--- src/floppy_io_pkg.sv ---
//////////////////////////////////////////////////////////////////////
// shared bus widths, byte type and port offsets for the I/O block
//////////////////////////////////////////////////////////////////////

`default_nettype none

package floppy_io_pkg;

    //////////////////////////////////////////////////////////////////////
    // bus geometry
    //////////////////////////////////////////////////////////////////////

    // cpu address bus width
    localparam int addr_width = 16;

    // timer offsets must stay inside the 256-byte window
    localparam int max_timers = 8;

    // one byte on the data bus, in timer counts and register outputs
    typedef logic [7:0] io_byte_t;

    //////////////////////////////////////////////////////////////////////
    // port offsets inside the io window
    //////////////////////////////////////////////////////////////////////

    // offsets keep the legacy helper cpu map, gaps are unmapped
    typedef enum logic [7:0] {
        // sd card chip select, write only
        port_mmca        = 8'd0,
        // spi data, write starts a transfer
        port_spdr        = 8'd1,
        // spi status, bit 0 busy
        port_spsr        = 8'd2,
        // key inputs, low six bits
        port_joy         = 8'd3,
        // first timer, the rest follow upward
        port_tmr_base    = 8'd7,
        // request byte from the disk controller
        port_cpu_request = 8'd9,
        // status byte back to the disk controller
        port_cpu_status  = 8'd10,
        // debug leds
        port_led         = 8'd16,
        // command returned from the on-screen menu
        port_osd_command = 8'd17
    } io_port_e;

endpackage

`default_nettype wire

--- src/io_port_decoder.sv ---
//////////////////////////////////////////////////////////////////////
// io window decode, write-only control registers and load strobes
//////////////////////////////////////////////////////////////////////

`default_nettype none

module io_port_decoder #(
    parameter logic [floppy_io_pkg::addr_width-1:0] IOBASE = 16'hE000,
    parameter int NUM_TIMERS = 2
) (
    input  wire logic                                   clk,
    input  wire logic                                   reset_n,
    input  wire logic                                   ce,
    input  wire logic [floppy_io_pkg::addr_width-1:0]   addr,
    input  wire floppy_io_pkg::io_byte_t                wdata,
    input  wire logic                                   wr,
    output logic                                        io_hit,
    output floppy_io_pkg::io_byte_t                     io_offset,
    output logic [NUM_TIMERS-1:0]                       timer_load,
    output logic                                        spi_start,
    output floppy_io_pkg::io_byte_t                     leds,
    output logic                                        sd_cs,
    output floppy_io_pkg::io_byte_t                     osd_command,
    output floppy_io_pkg::io_byte_t                     cpu_status
);

    import floppy_io_pkg::*;

    logic [addr_width-1:0] io_rel;
    logic                  wr_en;

    //////////////////////////////////////////////////////////////////////
    // address decode
    //////////////////////////////////////////////////////////////////////

    // offset relative to the window base, hit when the upper part is zero
    always_comb
    begin
        io_rel    = addr - IOBASE;
        io_hit    = (addr >= IOBASE) && (io_rel[addr_width-1:8] == '0);
        io_offset = io_rel[7:0];
    end

    // qualified bus write into the window
    assign wr_en = ce && wr && io_hit;

    //////////////////////////////////////////////////////////////////////
    // strobes, valid during the write cycle
    //////////////////////////////////////////////////////////////////////

    assign spi_start = wr_en && (io_offset == port_spdr);

    // timers sit on consecutive offsets from port_tmr_base
    always_comb
    begin
        timer_load = '0;
        for (int i = 0; i < NUM_TIMERS; i++)
        begin
            if (wr_en && (io_offset == io_byte_t'(int'(port_tmr_base) + i)))
                timer_load[i] = 1'b1;
        end
    end

    //////////////////////////////////////////////////////////////////////
    // control registers
    //////////////////////////////////////////////////////////////////////

    always_ff @(posedge clk or negedge reset_n)
    begin
        if (!reset_n)
        begin
            leds        <= '0;
            sd_cs       <= 1'b1;
            osd_command <= '0;
            cpu_status  <= '0;
        end
        else if (wr_en)
        begin
            case (io_offset)
                port_led:         leds        <= wdata;
                // card select is active low, idle high
                port_mmca:        sd_cs       <= wdata[0];
                port_osd_command: osd_command <= wdata;
                port_cpu_status:  cpu_status  <= wdata;
                default:          ;
            endcase
        end
    end

endmodule

`default_nettype wire

--- src/countdown_timer.sv ---
//////////////////////////////////////////////////////////////////////
// loadable 8-bit countdown timer with prescaler
//////////////////////////////////////////////////////////////////////

`default_nettype none

module countdown_timer #(
    parameter int TICK_DIV = 4
) (
    input  wire logic                    clk,
    input  wire logic                    reset_n,
    input  wire logic                    load,
    input  wire floppy_io_pkg::io_byte_t load_value,
    output floppy_io_pkg::io_byte_t      count
);

    import floppy_io_pkg::*;

    localparam int presc_w = (TICK_DIV > 1) ? $clog2(TICK_DIV) : 1;

    logic [presc_w-1:0] presc;
    logic               tick;

    // last prescaler step of a period
    assign tick = (presc == presc_w'(TICK_DIV - 1));

    always_ff @(posedge clk or negedge reset_n)
    begin
        if (!reset_n)
        begin
            presc <= '0;
            count <= '0;
        end
        else if (load)
        begin
            // reload restarts the period from the load edge
            presc <= '0;
            count <= load_value;
        end
        else
        begin
            if (tick)
                presc <= '0;
            else
                presc <= presc + 1'b1;

            // stop at zero, no wrap
            if (tick && (count != '0))
                count <= count - 1'b1;
        end
    end

endmodule

`default_nettype wire

--- src/spi_byte_master.sv ---
//////////////////////////////////////////////////////////////////////
// spi mode 0 master, one byte out and one byte in per start
//////////////////////////////////////////////////////////////////////

`default_nettype none

module spi_byte_master #(
    parameter int SPI_HALF = 2
) (
    input  wire logic                    clk,
    input  wire logic                    reset_n,
    input  wire logic                    start,
    input  wire floppy_io_pkg::io_byte_t tx_data,
    input  wire logic                    miso,
    output logic                         sck,
    output logic                         mosi,
    output floppy_io_pkg::io_byte_t      rx_data,
    output logic                         busy
);

    import floppy_io_pkg::*;

    localparam int div_w = (SPI_HALF > 1) ? $clog2(SPI_HALF) : 1;

    logic [div_w-1:0] div;
    logic [2:0]       bit_cnt;
    logic             half_tick;
    io_byte_t         tx_shift;
    io_byte_t         rx_shift;

    // end of one sck half period
    assign half_tick = (div == div_w'(SPI_HALF - 1));

    //////////////////////////////////////////////////////////////////////
    // sequencing
    //////////////////////////////////////////////////////////////////////

    always_ff @(posedge clk or negedge reset_n)
    begin
        if (!reset_n)
        begin
            sck     <= 1'b0;
            mosi    <= 1'b1;
            busy    <= 1'b0;
            div     <= '0;
            bit_cnt <= '0;
        end
        else if (!busy)
        begin
            if (start)
            begin
                busy    <= 1'b1;
                div     <= '0;
                bit_cnt <= '0;
                // msb must be on the line before the first rising sck
                mosi    <= tx_data[7];
            end
        end
        else if (half_tick)
        begin
            div <= '0;
            if (!sck)
            begin
                sck <= 1'b1;
            end
            else
            begin
                sck     <= 1'b0;
                bit_cnt <= bit_cnt + 1'b1;
                if (bit_cnt == 3'd7)
                begin
                    busy <= 1'b0;
                    mosi <= 1'b1;
                end
                else
                begin
                    mosi <= tx_shift[6];
                end
            end
        end
        else
        begin
            div <= div + 1'b1;
        end
    end

    //////////////////////////////////////////////////////////////////////
    // shift registers
    //////////////////////////////////////////////////////////////////////

    always_ff @(posedge clk)
    begin
        if (!busy && start)
        begin
            tx_shift <= tx_data;
        end
        else if (busy && half_tick)
        begin
            if (!sck)
            begin
                // sample on rising sck
                rx_shift <= {rx_shift[6:0], miso};
            end
            else
            begin
                tx_shift <= {tx_shift[6:0], 1'b0};
                // eighth falling edge, byte complete
                if (bit_cnt == 3'd7)
                    rx_data <= rx_shift;
            end
        end
    end

endmodule

`default_nettype wire

--- src/io_read_mux.sv ---
//////////////////////////////////////////////////////////////////////
// registered read-back mux for the io window
//////////////////////////////////////////////////////////////////////

`default_nettype none

module io_read_mux #(
    parameter int NUM_TIMERS = 2
) (
    input  wire logic                    clk,
    input  wire logic                    reset_n,
    input  wire logic                    io_hit,
    input  wire floppy_io_pkg::io_byte_t io_offset,
    input  wire logic [NUM_TIMERS*8-1:0] timer_counts,
    input  wire logic [5:0]              keys,
    input  wire floppy_io_pkg::io_byte_t spi_rx_data,
    input  wire logic                    spi_busy,
    input  wire floppy_io_pkg::io_byte_t cpu_request,
    output floppy_io_pkg::io_byte_t      rdata
);

    import floppy_io_pkg::*;

    io_byte_t rd_next;

    // source select, everything unmapped reads as ff
    always_comb
    begin
        rd_next = 8'hFF;
        if (io_hit)
        begin
            case (io_offset)
                port_spdr:        rd_next = spi_rx_data;
                port_spsr:        rd_next = {7'b0, spi_busy};
                port_joy:         rd_next = {2'b00, keys};
                port_cpu_request: rd_next = cpu_request;
                default:          rd_next = 8'hFF;
            endcase

            // timer counts, one byte each from port_tmr_base upward
            for (int i = 0; i < NUM_TIMERS; i++)
            begin
                if (io_offset == io_byte_t'(int'(port_tmr_base) + i))
                    rd_next = timer_counts[i*8 +: 8];
            end
        end
    end

    always_ff @(posedge clk or negedge reset_n)
    begin
        if (!reset_n)
            rdata <= 8'hFF;
        else
            rdata <= rd_next;
    end

endmodule

`default_nettype wire

--- src/floppy_io.sv ---
//////////////////////////////////////////////////////////////////////
// top level of the helper cpu io block
// decoder, timers, sd card spi master and read-back mux
//////////////////////////////////////////////////////////////////////

`default_nettype none

module floppy_io #(
    parameter logic [floppy_io_pkg::addr_width-1:0] IOBASE = 16'hE000,
    parameter int NUM_TIMERS = 2,
    parameter int TICK_DIV   = 4,
    parameter int SPI_HALF   = 2
) (
    input  wire logic                                   clk,
    input  wire logic                                   reset_n,
    input  wire logic                                   ce,
    input  wire logic [floppy_io_pkg::addr_width-1:0]   addr,
    input  wire floppy_io_pkg::io_byte_t                wdata,
    input  wire logic                                   wr,
    input  wire logic [5:0]                             keys,
    input  wire floppy_io_pkg::io_byte_t                cpu_request,
    input  wire logic                                   miso,
    output floppy_io_pkg::io_byte_t                     rdata,
    output floppy_io_pkg::io_byte_t                     leds,
    output logic                                        sd_cs,
    output floppy_io_pkg::io_byte_t                     osd_command,
    output floppy_io_pkg::io_byte_t                     cpu_status,
    output logic                                        sck,
    output logic                                        mosi
);

    import floppy_io_pkg::*;

    logic                    io_hit;
    io_byte_t                io_offset;
    logic [NUM_TIMERS-1:0]   timer_load;
    logic                    spi_start;
    logic [NUM_TIMERS*8-1:0] timer_counts;
    io_byte_t                spi_rx_data;
    logic                    spi_busy;

    // timers must end below port_cpu_request
    if (NUM_TIMERS < 1 || NUM_TIMERS > max_timers ||
        NUM_TIMERS > int'(port_cpu_request) - int'(port_tmr_base))
    begin : g_bad_timers
        $error("NUM_TIMERS out of range for the port map");
    end

    io_port_decoder #(
        .IOBASE     (IOBASE),
        .NUM_TIMERS (NUM_TIMERS)
    ) decoder_i (
        .clk         (clk),
        .reset_n     (reset_n),
        .ce          (ce),
        .addr        (addr),
        .wdata       (wdata),
        .wr          (wr),
        .io_hit      (io_hit),
        .io_offset   (io_offset),
        .timer_load  (timer_load),
        .spi_start   (spi_start),
        .leds        (leds),
        .sd_cs       (sd_cs),
        .osd_command (osd_command),
        .cpu_status  (cpu_status)
    );

    //////////////////////////////////////////////////////////////////////
    // timers, load data shared from the bus
    //////////////////////////////////////////////////////////////////////

    for (genvar t = 0; t < NUM_TIMERS; t++)
    begin : g_timer
        countdown_timer #(
            .TICK_DIV (TICK_DIV)
        ) timer_i (
            .clk        (clk),
            .reset_n    (reset_n),
            .load       (timer_load[t]),
            .load_value (wdata),
            .count      (timer_counts[t*8 +: 8])
        );
    end

    spi_byte_master #(
        .SPI_HALF (SPI_HALF)
    ) spi_i (
        .clk     (clk),
        .reset_n (reset_n),
        .start   (spi_start),
        .tx_data (wdata),
        .miso    (miso),
        .sck     (sck),
        .mosi    (mosi),
        .rx_data (spi_rx_data),
        .busy    (spi_busy)
    );

    io_read_mux #(
        .NUM_TIMERS (NUM_TIMERS)
    ) read_mux_i (
        .clk          (clk),
        .reset_n      (reset_n),
        .io_hit       (io_hit),
        .io_offset    (io_offset),
        .timer_counts (timer_counts),
        .keys         (keys),
        .spi_rx_data  (spi_rx_data),
        .spi_busy     (spi_busy),
        .cpu_request  (cpu_request),
        .rdata        (rdata)
    );

endmodule

`default_nettype wire

--- config.mk ---
export PLATFORM = sky130hd
export DESIGN_NAME = floppy_io
export DESIGN_NICKNAME = d
export VERILOG_FILES = /design/src/floppy_io_pkg.sv /design/src/io_port_decoder.sv /design/src/countdown_timer.sv /design/src/spi_byte_master.sv /design/src/io_read_mux.sv /design/src/floppy_io.sv
export SDC_FILE = /design/constraint.sdc
export NUM_CORES = 1
export LEC_CHECK = 0
export BUFFER_PORTS_ARGS = -buffer_cell sky130_fd_sc_hd__buf_2
export CAP_MARGIN = 5
export CORE_ASPECT_RATIO = 0.75
export CORE_UTILIZATION = 51
export CTS_BUF_LIST = sky130_fd_sc_hd__clkbuf_4
export DETAILED_ROUTE_END_ITERATION = 12
export PLACE_DENSITY = 0.84
export SYNTH_ARGS = -nofsm -noshare
export SYNTH_HDL_FRONTEND = slang
export SYNTH_SLANG_ARGS = --single-unit
--- constraint.sdc ---
create_clock -name clk -period 2.2 [get_ports clk]
set_input_delay 0.22 -clock clk [delete_from_list [all_inputs] [get_ports clk]]
set_output_delay 0.22 -clock clk [all_outputs]
set_load 0.005 [all_outputs]
==> results of run 1 <==
==> final cells by class <==
cell class | instances | area [um^2] | share of cell area [%]
clock buffers | 10 | 75.07 | 1.592
clock inverters | 6 | 73.82 | 1.565
inverters | 7 | 26.28 | 0.5570
multi-input cells | 235 | 1655 | 35.09
flip-flops and latches | 83 | 2205 | 46.74
well taps | 101 | 126.4 | 2.679
repair buffers | 94 | 555.5 | 11.78
==> state kept, by name, summed over array words and instances (netlist names), 3 cells and up <==
register / flops
spi_i.bit_cnt: 3
decoder_i.cpu_status: 8
read_mux_i.rdata: 8
spi_i.rx_shift: 8
decoder_i.osd_command: 8
g_timer.timer_i.presc: 4
spi_i.tx_shift: 7
spi_i.rx_data: 8
g_timer.timer_i.count: 16
decoder_i.leds: 8
==> power groups by stage <==
| stage | Combinational [mW] | Clock (mW) | Sequential, mW |
|---|---|---|---|
| CTS | 0.146 | 0.939 | 1.58 |
| floorplan | 0.0485 | 0 | 1.61 |
| global placement | 0.138 | 0 | 1.61 |
| finish | 0.144 | 0.921 | 1.58 |
| global route | 0.163 | 1.00 | 1.58 |
| detailed placement | 0.142 | 0 | 1.61 |
==> worst max-delay path by stage <==
stage	slack, ns	cells after the start	start	to
after detailed placement	-0.02	6	addr[5]	decoder_i.cpu_status[7]
after floorplan	0.17	5	addr[5]	decoder_i.cpu_status[0]
after CTS	0.34	7	g_timer[1].timer_i.count[0]	g_timer[1].timer_i.count[1]
after global placement	0.01	6	addr[5]	decoder_i.cpu_status[5]
after global routing	0.14	7	g_timer[1].timer_i.count[1]	g_timer[1].timer_i.count[1]
final	0.31	5	g_timer[1].timer_i.count[2]	g_timer[1].timer_i.count[1]
==> per-stage QoR <==
stage          cells  cell area, um^2  hold WS (ns)  total power [mW]
6_report         536             4717        0.1102             2.646
5_1_grt          536             4717        0.1078             2.748
4_1_cts          536             4717       0.09012             2.665
3_5_place_dp     518             4548        0.4004             1.753
3_3_place_gp     518             4548        0.4002             1.749
2_1_floorplan    334             3931      -0.07559             1.659
==> logic make-up (layout without fill, tap and decap cells) <==
group / count (synthesis) / after routing / synth area share, %
flops: 83 / 83 / 56.08
fa+ha+maj: 9 / 9 / 2.864
simple gates: 125 / 125 / 16.68
buf+inv: 16 / 117 / 1.814
mux: 40 / 40 / 11.94
xor+xnor: 10 / 10 / 2.228
compound gates: 51 / 51 / 8.403
==> per-layer routing <==
| layer | track usage [%] | vias to the layer above | share of wire [%] |
|---|---|---|---|
| met3 | 5.343 | 14 | 7.0 |
| met5 | 0 | - | 0 |
| li1 | - | 1422 | - |
| met4 | 6.901 | 0 | 1.3 |
| met1 | 34.15 | 1455 | 44 |
| met2 | 40.53 | 110 | 47 |
==> worst max-delay path, delay by kind of cell (launching register included) <==
kind / cells / cell delay [ns]
muxes: 2 / 0.35
and+or+nand+nor: 3 / 0.97
DFF: 1 / 0.48
==> cells in the final DEF, fill, tap and decap left out, types with 4 or more instances in the layout <==
cell	instances
a21oi_1	14
nor2b_1	6
dfstp_2	10
nand2_1	40
dfrtp_1	50
nor3_1	15
inv_1	7
nand3_1	12
o22ai_1	5
o21ai_0	12
mux2i_1	9
mux2_4	8
edfxtp_1	23
xnor2_1	8
nor2_1	20
and2_1	4
clkbuf_4	10
mux2_2	23
buf_2	77
a2bb2oi_1	6
buf_4	12
ha_1	9
==> repair_timing <==
item                                    in CTS  in global routing
endpoints found under the hold margin       51                  0
endpoints found under the setup margin       0                  0
hold buffers                                 2                  0
==> reports/results.ini, run 1 <==
[synthesis]
synth_nets = 386
synth_warnings = 0
ys_seq_area_share_pct = 56.08
syn_area_per_cell_um2 = 11.77
synth_ff_type = dfrtp_1
synth_common_cells = 50 x dfrtp_1, 40 x nand2_1, 23 x edfxtp_1, 23 x mux2_2, 20 x nor2_1
synth_edf_count = 23
async_flop_share_pct = 72.29
postSynthCellCount = 334
synth_area_um2 = 3931
yosysTopAreaCell = dfrtp_1
ys_ff_latch = 83
synth_cell_type_count = 53
ys_top_cells_by_area = dfrtp_1 32%, edfxtp_1 18%, dfstp_2 6.7%
yosysMostFrequentCell = dfrtp_1
yosysTopAreaCellShare_pct = 31.83

[clock_tree]
cts-root-buf = clkbuf_4
clock_latency_ns = 0.43
cts.sinks = 83
cts_max_level = 3
cts_tree = built
clockBufferDepth = 2
clk_pin_slew_ns = 0.13
numCtsBuffers = 9
post_cts_buffers = 0
cts.repair.resized = 0

[power_and_ir_drop]
p_per_area_nw_per_um2 = 561.0
p_comb_share_pct = 5.5
pwr-share-seq_pct = 59.7
p_sw_uw = 639.0
leakage_nw = 2.121
peakVddDrop_mv = 0.3428
netSwitchingFraction_pct = 24.15
clockPowerShare_pct = 34.8
p_int_mw = 2.007

[min_path]
min_to = g_timer[1].timer_i.count[5]
hold_depth = 3
min_from = wdata[5]
hold_path.class = input pin to flip-flop

[timing]
finalWorstSetupSlack_ns = 0.3106
slew_violations = 0
hold_violations = 0
timing.final.crit_share_pct = 85.88
min_period_ns = 1.889
tns_ns = 0
slew_headroom_pct = 52.12
clock_skew_ns = 0.01838
worstMarginPinSlew_ns = 0.7182
rsz0062_at_grt = false
final-setup-viol-count = 0
fmax_ghz = 0.5293

[final_layout]
syn2layout_area_growth_pct = 19.99
fin_util_pct = 63.76
fill_cells = 603
drive_gt1_share_pct = 36.09
layout.nets = 482
antennaDiodeCount = 0

[critical_path]
path_class = flip-flop to flip-flop
critPathMaxFanout = 6
crit_arrival_ns = 2.21
cp_data_required_time_ns = 2.52
worstPathCellList = nor4_1, nand2_1, nand2_1, mux2i_1, mux2_2
start_kind = flip-flop
ff2ff_setup_slack_ns = 0.31
timing.rr.start = g_timer[1].timer_i.count[2]
crit_slowest_cell = nor4_1
reg2reg_depth = 5
r2r-end = g_timer[1].timer_i.count[1]
crit_top_cell = nand2_1
end_kind = flip-flop
slowest_delay_ns = 0.58

[global_routing]
overflow = 0
grt_pass1_wl_um = 14950
grt_usage_pct = 25.04
antenna_found_initial = 0
grt_pass1_vias = 3076
grt_start_max_net_pins = 61

[job]
maxCapViolCount = 0

[routing]
vias = 3001
wl_um = 8955
drc = 0
wl_per_cell_um = 16.71
final_antenna_net_count = 0
first_pass_iters = 4
drt-initial-drc-count = 224
post_drt_via_cell_ratio = 5.599

[floorplanning]
initial_core_util_pct = 53.14
chipHeight_um = 78.04
coreArea_um2 = 7398
die_x_um = 103.4
fp-row-count = 27
io_pins = 78
die-area_um2 = 8067

[place]
gp_congestion = 0.8653
io_buffers = 77
preCtsSetupSlack_ns = -0.01516
dpl.hpwl_um = 6662

[status]
status = completed

Power figures use the tool's default switching activity.
==> run 2, diff against run 1 <==
CAP_MARGIN = unset   (was 5)
CORE_UTILIZATION = 57   (was 51)
PLACE_DENSITY = 0.91   (was 0.84)
==> reports/results.ini, run 2 (same netlist as run 1, synthesis figures left out) <==
[status]
status = finished with violations  ; was completed
violations = design-rule violations

[routing]
drt-initial-drc-count = 309  ; was 224
final_antenna_net_count = 0  ; unchanged
first_pass_iters = 9  ; was 4
post_drt_via_cell_ratio = 5.952  ; was 5.599
wl_per_cell_um = 17.77  ; was 16.71 um
drc = 5  ; was 0
vias = 3077  ; was 3001
wl_um = 9188  ; was 8955 um

[clock_tree]
clockBufferDepth = 2  ; unchanged
post_cts_buffers = 0  ; unchanged
clk_pin_slew_ns = 0.13  ; about the same
holdBufCountCts = 2  ; unchanged
cts.repair.resized = 0  ; unchanged
cts.sinks = 83  ; unchanged
clock_latency_ns = 0.44  ; was 0.43 ns
numCtsBuffers = 9  ; unchanged
cts_max_level = 3  ; unchanged
cts-root-buf = clkbuf_4  ; unchanged
cts_tree = built  ; unchanged

[final_layout]
final_common_cell = buf_2  ; unchanged
regMostFlops = g_timer.timer_i.count  ; unchanged
largest_register_ffs = 16  ; unchanged
syn2layout_area_growth_pct = 20.24  ; was 19.99%
final_cell_mix = 77 x buf_2, 50 x dfrtp_1, 40 x nand2_1  ; unchanged
fin_util_pct = 73.00  ; was 63.76%
multiInputGateArea_um2 = 1655  ; unchanged
fill_cells = 426  ; was 603
seq_area_um2 = 2205  ; unchanged
layout.nets = 483  ; was 482
antennaDiodeCount = 0  ; unchanged
drive_gt1_share_pct = 36.01  ; was 36.09%

[critical_path]
critPathMaxFanout = 3  ; was 6
end_kind = flip-flop  ; unchanged
worstPathCellList = inv_1, ha_1, nor3b_1, nand2_1, nand2_1, xnor2_1, mux2_2  ; was nor4_1, nand2_1, nand2_1, mux2i_1, mux2_2
path_class = flip-flop to flip-flop  ; unchanged
start_kind = flip-flop  ; unchanged
crit_top_cell = nand2_1  ; unchanged
crit_arrival_ns = 2.21  ; about the same
critPathBufInv = 1  ; was 0
slowest_delay_ns = 0.44  ; was 0.58 ns
cp_top_family = simple AND/OR/NAND/NOR gates  ; unchanged
crit_slowest_cell = dfrtp_1  ; was nor4_1
cp_data_required_time_ns = 2.51  ; was 2.52 ns

[timing]
slew_headroom_pct = 49.20  ; was 52.12%
clock_skew_ns = 0.02183  ; was 0.01838 ns
worstMarginPinSlew_ns = 0.7620  ; was 0.7182 ns
fmax_ghz = 0.5286  ; was 0.5293 GHz
hold_violations = 0  ; unchanged
slew_violations = 0  ; unchanged
tns_ns = 0  ; unchanged
min_period_ns = 1.892  ; was 1.889 ns
finalWorstSetupSlack_ns = 0.3081  ; was 0.3106 ns
whs_ns = 0.09511  ; was 0.1102 ns
final-setup-viol-count = 0  ; unchanged
rsz0062_at_grt = false  ; unchanged
timing.final.crit_share_pct = 85.99  ; was 85.88%

[global_routing]
grt_start_max_net_pins = 34  ; was 61
grt_pass1_wl_um = 14680  ; was 14950 um
grt_pass1_vias = 2988  ; was 3076
antenna_found_initial = 0  ; unchanged
overflow = 0  ; unchanged
grt_usage_pct = 27.30  ; was 25.04%

[power_and_ir_drop]
leakage_nw = 2.140  ; was 2.121 nW
peakVddDrop_mv = 0.3752  ; was 0.3428 mV
p_per_area_nw_per_um2 = 576.4  ; was 561.0 nW/um^2

[floorplanning]
io_pins = 78  ; unchanged
coreArea_um2 = 6475  ; was 7398 um^2
chipHeight_um = 73.92  ; was 78.04 um
die-area_um2 = 7236  ; was 8067 um^2
initial_core_util_pct = 60.71  ; was 53.14%
die_x_um = 97.90  ; was 103.4 um
fp-row-count = 25  ; was 27

[place]
dpl.hpwl_um = 6959  ; was 6662 um
gp_congestion = 0.8999  ; was 0.8653
io_buffers = 77  ; unchanged
preCtsSetupSlack_ns = -0.04552  ; was -0.01516 ns

[job]
maxCapViolCount = 0  ; unchanged

[min_path]
hold_path.class = input pin to flip-flop  ; unchanged

-- run 2: changes by cell type in the layout (fill, tap and decap cells not counted) --
cell / previous run / this run
clkinv_1: 0 / 1
buf_12: 3 / 4
clkinvlp_4: 2 / 1
bufinv_16: 1 / 2
inv_8: 1 / 0
-- run 2: final timing paths --
check                                             from                           to  slack [ns]  cells past startpoint
max                        g_timer[1].timer_i.count[1]  g_timer[1].timer_i.count[0]        0.31                      7
min                                           wdata[5]  g_timer[1].timer_i.count[5]         0.1                      3
max reg2reg                g_timer[1].timer_i.count[1]  g_timer[1].timer_i.count[0]        0.31                      7
min reg2reg                          spi_i.rx_shift[7]             spi_i.rx_data[7]        0.44                      0
max in group asynchronous                      reset_n      decoder_i.cpu_status[7]        1.21                      3
min in group asynchronous                      reset_n  g_timer[1].timer_i.count[3]        0.37                      2
-- run 2: stage by stage --
step	std cells	cell area, um^2	total power [mW]
6_report	517	4727	2.725
4_1_cts	517	4727	2.734
3_5_place_dp	499	4543	1.756
3_3_place_gp	499	4543	1.751
2_1_floorplan	334	3931	1.659
5_1_grt	517	4727	2.813
-- run 2: report_power, final --
| part | internal, mW | switching (mW) | leakage, nW |
|---|---|---|---|
| Clock | 0.476 | 0.519 | 0.0846 |
| Combinational | 0.0584 | 0.0903 | 1.09 |
| Sequential | 1.58 | 0.00177 | 0.965 |
-- run 2: metal layers --
layer / part of all wire [%] / up-vias / GRT usage (%)
met5: 0 / - / 0
met4: 0.93 / 0 / 7.071
met3: 6.9 / 10 / 7.231
met2: 50 / 122 / 47.57
met1: 42 / 1528 / 34.58
li1: - / 1417 / -
-- run 2: final cells by class --
cell class              instances  share of cell area [%]
flip-flops and latches         83                   46.64
inverters                       7                  0.5559
repair buffers                 95                   12.18
well taps                      81                   2.144
clock inverters                 6                   1.879
multi-input cells             235                   35.02
clock buffers                  10                   1.588
-- run 2: tightest hold or removal path: cells and delay by family --
| kind | cells | cell delay (ns) |
|---|---|---|
| buffers and inverters | 1 | 0.15 |
| and+or+nand+nor | 1 | 0.06 |
| AOI/OAI and AO/OA | 1 | 0.07 |
